**src/source/mem_stage_pkg.sv**
```systemverilog
//////////////////////////////////////////////////
// memory stage shared types and address map
//////////////////////////////////////////////////
`default_nettype none

package mem_stage_pkg;

  typedef logic [63:0] xlen_t;     // data word and address
  typedef logic [2:0]  funct3_t;   // [1:0] size, [2] zero-extend
  typedef logic [2:0]  byte_cnt_t; // bytes minus one

  typedef enum logic [1:0] {
    MEM_NONE  = 2'd0,
    MEM_LOAD  = 2'd1,
    MEM_STORE = 2'd2
  } mem_action_e;

  typedef enum logic {
    DC_READ  = 1'b0,
    DC_WRITE = 1'b1
  } dcache_op_e;

  // ram region, 256 MiB
  localparam xlen_t RAM_BASE = 64'h0000_0000_8000_0000;
  localparam xlen_t RAM_MASK = ~64'h0000_0000_0FFF_FFFF;

  // device page, 4 KiB
  localparam xlen_t DEV_BASE = 64'h0000_0000_2000_0000;
  localparam xlen_t DEV_MASK = ~64'h0000_0000_0000_0FFF;

  localparam logic [11:0] DEV_TIMER_OFS   = 12'h000;
  localparam logic [11:0] DEV_SCRATCH_OFS = 12'h008;

endpackage

`default_nettype wire

```
**src/source/load_extend.sv**
```systemverilog
//////////////////////////////////////////////////
// load data lane select and sign/zero extension
//////////////////////////////////////////////////
`default_nettype none

module load_extend
  import mem_stage_pkg::*;
(
  input  wire funct3_t    i_funct3,
  input  wire logic [2:0] i_addr_lo,
  input  wire xlen_t      i_raw,
  output xlen_t           o_data
);

  xlen_t shifted;
  logic  uns;

  // addressed lane down to bit 0
  assign shifted = i_raw >> {i_addr_lo, 3'b000};
  assign uns     = i_funct3[2];

  always_comb begin
    case (i_funct3[1:0])
      2'b00: begin
        o_data = uns ? {56'd0, shifted[7:0]} : {{56{shifted[7]}}, shifted[7:0]};
      end
      2'b01: begin
        o_data = uns ? {48'd0, shifted[15:0]} : {{48{shifted[15]}}, shifted[15:0]};
      end
      2'b10: begin
        o_data = uns ? {32'd0, shifted[31:0]} : {{32{shifted[31]}}, shifted[31:0]};
      end
      default: begin
        o_data = i_raw; // dword as is
      end
    endcase
  end

endmodule

`default_nettype wire

```
**src/source/mmio_devices.sv**
```systemverilog
//////////////////////////////////////////////////
// device page with free-running timer and
// a read/write scratch register
//////////////////////////////////////////////////
`default_nettype none

module mmio_devices
  import mem_stage_pkg::*;
(
  input  wire              clk,
  input  wire              rst,
  input  wire              i_ren,
  input  wire              i_wen,
  input  wire logic [11:0] i_addr,
  input  wire xlen_t       i_wdata,
  output xlen_t            o_rdata
);

  xlen_t timer;
  xlen_t scratch;

  always_ff @(posedge clk) begin
    if (rst) begin
      timer   <= '0;
      scratch <= '0;
    end else begin
      timer <= timer + 64'd1;
      // full dword writes only, timer is read-only
      if (i_wen && i_addr == DEV_SCRATCH_OFS) begin
        scratch <= i_wdata;
      end
    end
  end

  // registered read, sub-dword lanes picked by the stage
  always_ff @(posedge clk) begin
    if (i_ren) begin
      case (i_addr[11:3])
        DEV_TIMER_OFS[11:3]:   o_rdata <= timer;
        DEV_SCRATCH_OFS[11:3]: o_rdata <= scratch;
        default:               o_rdata <= '0; // hole in the page
      endcase
    end
  end

endmodule

`default_nettype wire

```
**src/source/mem_stage.sv**
```systemverilog
//////////////////////////////////////////////////
// memory access stage, routes loads and stores
// to the dcache port or the device page
//////////////////////////////////////////////////
`default_nettype none

module mem_stage
  import mem_stage_pkg::*;
(
  input  wire              clk,
  input  wire              rst,
  input  wire              i_ena,
  input  wire              i_ex_req,
  input  wire mem_action_e i_action,
  input  wire funct3_t     i_funct3,
  input  wire xlen_t       i_addr,
  input  wire xlen_t       i_wdata,
  output logic             o_ex_ack,
  output logic             o_wb_req,
  output xlen_t            o_wb_rdata,
  input  wire              i_wb_ack,
  output logic             o_dc_req,
  output dcache_op_e       o_dc_op,
  output xlen_t            o_dc_addr,
  output byte_cnt_t        o_dc_bytes,
  output xlen_t            o_dc_wdata,
  input  wire              i_dc_ack,
  input  wire xlen_t       i_dc_rdata
);

  typedef enum logic [1:0] {
    ST_IDLE,
    ST_CACHE,
    ST_DEV,
    ST_RESULT
  } state_e;

  state_e      state;
  mem_action_e action;
  logic        is_ram;
  logic        is_dev;
  byte_cnt_t   bytes;
  funct3_t     op_funct3;
  logic [2:0]  op_addr_lo;
  logic        res_dev;   // result taken from device read data
  xlen_t       res_q;
  logic        dev_ren;
  logic        dev_wen;
  logic [11:0] dev_addr;
  xlen_t       dev_wdata;
  xlen_t       dev_rdata;
  xlen_t       raw;
  xlen_t       ext;

  assign action = i_ena ? i_action : MEM_NONE;
  assign is_ram = (i_addr & RAM_MASK) == RAM_BASE;
  assign is_dev = (i_addr & DEV_MASK) == DEV_BASE;

  always_comb begin
    case (i_funct3[1:0])
      2'b00:   bytes = 3'd0; // byte
      2'b01:   bytes = 3'd1; // half
      2'b10:   bytes = 3'd3; // word
      default: bytes = 3'd7; // dword
    endcase
  end

  always_ff @(posedge clk) begin
    if (rst) begin
      state    <= ST_IDLE;
      o_ex_ack <= 1'b0;
      o_wb_req <= 1'b0;
      o_dc_req <= 1'b0;
      dev_ren  <= 1'b0;
      dev_wen  <= 1'b0;
      res_dev  <= 1'b0;
    end else begin
      o_ex_ack <= (state == ST_IDLE) && i_ex_req && !o_ex_ack && !o_wb_req;
      dev_ren  <= 1'b0;
      dev_wen  <= 1'b0;
      case (state)
        ST_IDLE: begin
          if (o_ex_ack) begin
            if (action != MEM_NONE && is_ram) begin
              o_dc_req <= 1'b1;
              res_dev  <= 1'b0;
              state    <= ST_CACHE;
            end else if (action != MEM_NONE && is_dev) begin
              dev_ren <= (action == MEM_LOAD);
              dev_wen <= (action == MEM_STORE);
              res_dev <= (action == MEM_LOAD);
              state   <= ST_DEV;
            end else begin
              // pass-through or unmapped, done right away
              res_dev  <= 1'b0;
              o_wb_req <= 1'b1;
              state    <= ST_RESULT;
            end
          end
        end
        ST_CACHE: begin
          if (i_dc_ack) begin
            o_dc_req <= 1'b0;
            o_wb_req <= 1'b1;
            state    <= ST_RESULT;
          end
        end
        ST_DEV: begin
          o_wb_req <= 1'b1; // device data lands this edge
          state    <= ST_RESULT;
        end
        ST_RESULT: begin
          if (i_wb_ack) begin
            o_wb_req <= 1'b0;
            state    <= ST_IDLE;
          end
        end
        default: state <= ST_IDLE;
      endcase
    end
  end

  // operand capture at the execute handshake
  always_ff @(posedge clk) begin
    if (o_ex_ack) begin
      o_dc_op    <= (action == MEM_STORE) ? DC_WRITE : DC_READ;
      o_dc_addr  <= i_addr;
      o_dc_bytes <= bytes;
      o_dc_wdata <= i_wdata;
      dev_addr   <= i_addr[11:0];
      dev_wdata  <= i_wdata;
      op_funct3  <= i_funct3;
      op_addr_lo <= i_addr[2:0];
      res_q      <= '0;
    end else if (state == ST_CACHE && i_dc_ack) begin
      res_q <= (o_dc_op == DC_READ) ? ext : '0;
    end
  end

  assign raw        = (state == ST_CACHE) ? i_dc_rdata : dev_rdata;
  assign o_wb_rdata = res_dev ? ext : res_q; // device read is held by mmio

  load_extend u_load_extend (
    .i_funct3  (op_funct3),
    .i_addr_lo (op_addr_lo),
    .i_raw     (raw),
    .o_data    (ext)
  );

  mmio_devices u_mmio_devices (
    .clk     (clk),
    .rst     (rst),
    .i_ren   (dev_ren),
    .i_wen   (dev_wen),
    .i_addr  (dev_addr),
    .i_wdata (dev_wdata),
    .o_rdata (dev_rdata)
  );

endmodule

`default_nettype wire

```
**config.mk**
```make
export PLATFORM = sky130hd
export DESIGN_NAME = mem_stage
export DESIGN_NICKNAME = d
export VERILOG_FILES = /design/src/source/mem_stage_pkg.sv /design/src/source/load_extend.sv /design/src/source/mmio_devices.sv /design/src/source/mem_stage.sv
export SDC_FILE = /design/constraint.sdc
export NUM_CORES = 1
export LEC_CHECK = 0
export ABC_AREA = 1
export BUFFER_PORTS_ARGS = -buffer_cell sky130_fd_sc_hd__clkbuf_2
export CAP_MARGIN = 20
export CORE_MARGIN = 2
export CORE_UTILIZATION = 50
export DETAILED_ROUTE_END_ITERATION = 7
export GPL_ROUTABILITY_DRIVEN = 0
export PLACE_DENSITY = 0.75
export RECOVER_POWER = 25
export SLEW_MARGIN = 20
export SYNTH_ARGS = -nofsm -noshare
export SYNTH_HDL_FRONTEND = slang
export SYNTH_SLANG_ARGS = --single-unit
export TNS_END_PERCENT = 20
```
**constraint.sdc**
```tcl
create_clock -name clk -period 5.5 [get_ports clk]
set_clock_uncertainty 0.05 [all_clocks]
set_input_delay 1.1 -clock clk [delete_from_list [all_inputs] [get_ports clk]]
set_output_delay 1.1 -clock clk [all_outputs]
set_load 0.01 [all_outputs]
```
== Word level (Yosys, flattened, before mapping) ==
Cells that the tools add are included.
W data, S select, Z words.
Storage, ports and cells
  register bits: 414
  latch bits: 0
  RAM bits: 0
  memory bits (read-only): 0
  input bits: 203
  output and inout port bits: 199
  logic and storage cells: 92
  memories kept: 0
Cells by class
  add/subtract/negate cells: 1
  multiply operators: 0
  divide/modulo/power cells: 0
  magnitude comparators: 0
  eq/ne operators: 19
  shift-type cells: 1
  mux-type cells: 29
  bitwise logic cells: 3
  reductions and logical operators: 21
Operators by type and width (count)
  $mux W64: 6
  $pmux W64 S3: 1
  $pmux W64 S2: 1
  $add A64 B1 Y64 const B: 1
  $shr A64 B6 Y32: 1
  $eq A52 B18 Y1 const B: 1
  $eq A36 B4 Y1 const B: 1
  $eq A12 B4 Y1 const B: 1
  $mux W1: 12
  $eq A2 B2 Y1 const B: 5
  $mux W2: 5
  $ne A2 B2 Y1 const B: 5
  $eq A9 B1 Y1 const B: 1
  $logic_not A9 Y1: 1
  $pmux W3 S3: 1
  $eq A2 B1 Y1 const B: 4
  $pmux W2 S4: 1
  $logic_and A1 B1 Y1: 7
  $logic_not A2 Y1: 3
  $reduce_and A5 Y1: 1
  $reduce_or A5 Y1: 1
  $pmux W1 S4: 1
  $reduce_and A4 Y1: 1
  $reduce_bool A2 Y1: 2
  7 further kinds: 10

== Logic depth before layout (Yosys ltp) ==
  depth in word-level cells: 7
  gate-level depth with buffers: 16
  depth with buffers taken out: 13

== Cells and area by module ==
From an unflattened synthesis, not the netlist that was laid out.
Unflattened totals
  cells, all modules: 2600
  area, all modules: 20299.5 um^2
By module, submodules not included
  mmio_devices: times used 1, cells an instance 1260, area an instance 9004.9 um^2
  mem_stage: times used 1, cells an instance 813, area an instance 8564.5 um^2
  load_extend: times used 1, cells an instance 527, area an instance 2730.1 um^2

== Worst setup path before layout ==
OpenSTA, ideal clock, no wires.
  kind: flip-flop to output port
  start point: register o_ex_ack
  end point: output port o_ex_ack
  data arrival time: 3.338 ns
  data required time: 4.350 ns
  setup slack: 1.012 ns
  cell stages (with the launch flop): 1
  path buffers: 0
  cells stage by stage: dfxtp_1
RTL lines
  start, declared: RTL line mem_stage.sv:18  | output logic o_ex_ack,
  start signal, assigned: RTL line mem_stage.sv:78  | o_ex_ack <= (state == ST_IDLE) && i_ex_req && !o_ex_ack && !o_wb_req;
No word-level cell between the ends.

== Worst setup path after layout ==
  start point: register state[1]
  end point: output port o_wb_rdata[63]
On the way
  longest elaborated chain between the ends: 6
  elaborated cells on any way between the ends: 8
  classes of those cells: eq/ne: 1; shift: 1; mux: 6
Ends and longest elaborated chain
  start, declared: RTL line mem_stage.sv:38  | state_e state;
  start signal, assigned: RTL line mem_stage.sv:70  | state <= ST_IDLE;
  start signal, assigned: RTL line mem_stage.sv:87  | state <= ST_CACHE;
  start signal, assigned: RTL line mem_stage.sv:92  | state <= ST_DEV;
  $eq A2 B1 Y1 *: RTL line mem_stage.sv:140  | assign raw = (state == ST_CACHE) ? i_dc_rdata : dev_rdata;
  $mux W64 *: RTL line mem_stage.sv:140
  $shr A64 B6 Y32: RTL line load_extend.sv:19  | assign shifted = i_raw >> {i_addr_lo, 3'b000};
  $mux W64, on equally long branches: RTL line load_extend.sv:31, load_extend.sv:25, load_extend.sv:28
  $pmux W64 S3 *: RTL line load_extend.sv:23  | case (i_funct3[1:0])
  $mux W64 *: RTL line mem_stage.sv:141  | assign o_wb_rdata = res_dev ? ext : res_q;
  end, declared: RTL line mem_stage.sv:20  | output xlen_t o_wb_rdata,
Every way passes the cells marked *; elsewhere a longest branch is shown, timed or not.

==> metrics.txt <==
result of the run finished, violations left; failing checks DRC, capacitance limit, slew limit; Post-Synthesis Net Count 2662; combined buffer and inverter count along the critical path 3; CP endpoint kind output pin; crit path to o_wb_rdata[63]; count of hold buffers inserted by post-cts repair 0; flip-flop cell with the highest count after synthesis sky130_fd_sc_hd__dfxtp_1; width of the die a little over 200 µm; launch point of the worst reg-to-reg path state[1]; ANT cells 0; total I/O pin count about 400; cell family with the largest share of critical-path delay simple AND/OR/NAND/NOR gates; period utilization between 80% and 90%; area grow syn2layout 18.7%; number of hold-slack violations in the final timing report 0; number of nets in the layout 2995; crit path launch state[1]; unrepaired setup endpoints after global routing false; cell-by-cell listing of the critical path inv_1, ha_2, buf_4, nand2_1, nand3_1, nand3_1, nand3_1, nand3_2, nand4_1, nand2_1, nand2_1, clkbuf_2; Seq/Total Area, Yosys between 50% and 60%; share of layout cells above drive strength 1 approximately 18%; antenna violations before repair 2; actual transition at the worst max-transition pin 3130 ps; ys async rst share 0%; number of synthesized flops with an enable pin between 150 and 200; post-cts repair resize count 0; Final HPWL DP 47800 µm; synthesis-stage register bit count approximately 400; placed standard-cell area approximately 22000 µm²; commonest cells after routing, fill and taps aside sky130_fd_sc_hd__nand2_1 (739), sky130_fd_sc_hd__clkbuf_2 (348), sky130_fd_sc_hd__nand3_1 (261), sky130_fd_sc_hd__a21oi_1 (222), sky130_fd_sc_hd__edfxtp_1 (199); CP Depth 12; data arrival time of the worst path ~3700 ps; Slew HR -109%; number of DRC markers after the initial detailed-route iteration ~2800; clock tree from TritonCTS done; Leakage Power between 8 and 9 nW; worst flop-to-flop path endpoint res_q[38]; power per cell area about 420 nW/µm²; vias in the first global route about 18000; routed wirelength normalized by instance count 19.6 µm; crit path launch type flip-flop; first-pass iteration count of the detailed router 8; number of warnings printed during yosys synthesis 0; setup TNS 0 ps; kind of critical path flip-flop to output pin; fillcell total between 3000 and 4000; final critical delay including setup and external delays just under 5000 ps; endpoints failing setup 0; number of cell instances on the worst register-to-register path 11; TritonCTS buffer count 43; clock sink total approximately 400; flop2flop setup slack 2260 ps; highest net fanout along the worst path just under 50; required time of the critical path approximately 4400 ps; pin count of the biggest net entering global routing roughly 140; count of cells along the worst hold path 2; number of distinct library cell variants in the gate-level netlist after synthesis 39; class of the most critical hold timing path flip-flop to flip-flop; max incr delay on CP roughly 700 ps; maximum frequency from static timing analysis 205 MHz; vias per inst around 6; total wire length after detailed routing 65500 µm; effective utilization at floorplan about half; global route total overflow 0; total core area between 30000 and 40000 µm²; hold wc startpoint u_mmio_devices.scratch[24]; Clk pin slew, worst setup/hold paths 60 ps; row count a little over 70; Slowest cell on crit path sky130_fd_sc_hd__nand3_2; cell area after layout ~23000 µm²; Skew-Pair Late Insertion Delay 600 ps; count of input and output buffers 401; post-CTS setup buffer count 0; height of the die about 200 µm; mean cell area of the mapped netlist a little under 8 µm²; largest vdd supply drop 0.272 mV; Synth Cell Area between 15000 and 20000 µm²; die area between 40000 and 50000 µm²; via count ~19000; number of remaining DRC errors 1; clk root buf sky130_fd_sc_hd__clkbuf_16; maxcap violations 2; cells after synthesis ~2500; number of pins with negative max-slew slack in the final report roughly 120; commonest non-fill, non-tap cell in the layout sky130_fd_sc_hd__nand2_1; CTS HTree Levels 2; maximum buffer depth of the clock tree 3; global-route wire length before repair between 100000 and 150000 µm; remaining antenna violation count after routing 0; All-Layer GR Usage around a third
-- layout make-up --
cell class	instances	area, µm²	area share (%)
Inverter	200	751	3.26
Multi-Input combinational cell	1717	8050	34.9
Sequential cell	399	9980	43.3
Timing Repair Buffer	426	2160	9.36
Clock inverter	23	309	1.34
Tap cell	518	648	2.81
Clock buffer	57	1150	4.98
-- logic make-up after synthesis --
logic type	after synthesis	synth area share, %
flops	399	51.4
fa+ha+maj	5	0.322
simple gates	1293	29.6
xor+xnor	4	0.180
buf+inv	338	7.24
compound gates	415	11.3
-- metrics by stage --
step / util, % / setup WS [ps] / cells / power (mW) / hold WS [ps]
6_report: 59.9 / 621 / 3340 / 9.60 / 410
5_1_grt: 59.9 / 349 / 3340 / 10.1 / 430
4_1_cts: 60.1 / 672 / 3339 / 9.55 / 411
3_5_place_dp: 56.3 / 1260 / 3259 / 6.56 / 399
3_3_place_gp: 56.3 / 1340 / 3259 / 6.51 / 395
2_1_floorplan: - / 1010 / 2454 / 5.62 / 379
-- worst min path at each step --
| stage | end |
|---|---|
| floorplan | u_mmio_devices.scratch[61] |
| global placement | u_mmio_devices.scratch[43] |
| detailed placement | u_mmio_devices.scratch[2] |
| CTS | u_mmio_devices.scratch[2] |
| global route | u_mmio_devices.scratch[5] |
| finish | u_mmio_devices.scratch[24] |
-- registers in the layout, summed over array words and instances, names as in the netlist --
register / cells
res_q: 64
o_dc_op: 1
o_wb_req: 1
state: 2
op_funct3: 3
o_dc_req: 1
u_mmio_devices.scratch: 64
dev_wdata: 64
dev_ren: 1
dev_wen: 1
u_mmio_devices.timer: 64
o_dc_bytes: 3
o_ex_ack: 1
res_dev: 1
o_dc_addr: 64
u_mmio_devices.o_rdata: 64
-- cell usage after synthesis, types with 5 or more instances --
library cell                 n  share of area [%]
sky130_fd_sc_hd__nor3_1     42                1.1
sky130_fd_sc_hd__a31oi_1     5               0.16
sky130_fd_sc_hd__o21ai_1    12               0.31
sky130_fd_sc_hd__buf_1      13               0.25
sky130_fd_sc_hd__nor2_4      5               0.29
sky130_fd_sc_hd__a21oi_1   222                5.7
sky130_fd_sc_hd__inv_1     189                3.7
sky130_fd_sc_hd__nor2_1    119                2.3
sky130_fd_sc_hd__nand2_1   739                 14
sky130_fd_sc_hd__nor4_1     12               0.39
sky130_fd_sc_hd__edfxtp_1  199                 31
sky130_fd_sc_hd__dfxtp_1   200                 21
sky130_fd_sc_hd__ha_1        5               0.32
sky130_fd_sc_hd__clkbuf_1   82                1.6
sky130_fd_sc_hd__o21ai_0   103                2.7
sky130_fd_sc_hd__o22ai_1    64                2.1
sky130_fd_sc_hd__buf_6      10               0.58
sky130_fd_sc_hd__nand2_2     5               0.16
sky130_fd_sc_hd__buf_4       8               0.31
sky130_fd_sc_hd__buf_2      25               0.64
sky130_fd_sc_hd__nor2_2      5               0.16
sky130_fd_sc_hd__nand3_1   264                6.8
sky130_fd_sc_hd__nand4_2    20                1.3
sky130_fd_sc_hd__nand4_1    59                1.9
sky130_fd_sc_hd__inv_2       9               0.17
-- power breakdown --
group          internal, mW  total [mW]  switching, mW
registers              3.51        3.71          0.205
clock network          1.77        3.00           1.23
logic                 0.914        2.90           1.98
-- worst register-to-register path: cells and delay by family (launching register included) --
| family | cells | cell delay (ps) |
|---|---|---|
| AND/OR/NAND/NOR | 7 | 1880 |
| buffers and inverters | 2 | 560 |
| flip-flops | 1 | 320 |
| adder cells (fa/ha/maj) | 1 | 210 |
| AO/OA/AOI/OAI | 1 | 160 |
-- routing by layer --
| layer | global-route usage [%] | wire, µm | vias up |
|---|---|---|---|
| met1 | 43.6 | 25500 | 8921 |
| met4 | 15.2 | 3470 | 4 |
| met3 | 6.59 | 7880 | 245 |
| met5 | 0 | 27 | - |
| met2 | 48.4 | 28600 | 1317 |
| li1 | - | - | 8975 |
Power figures use the tool's default switching activity.
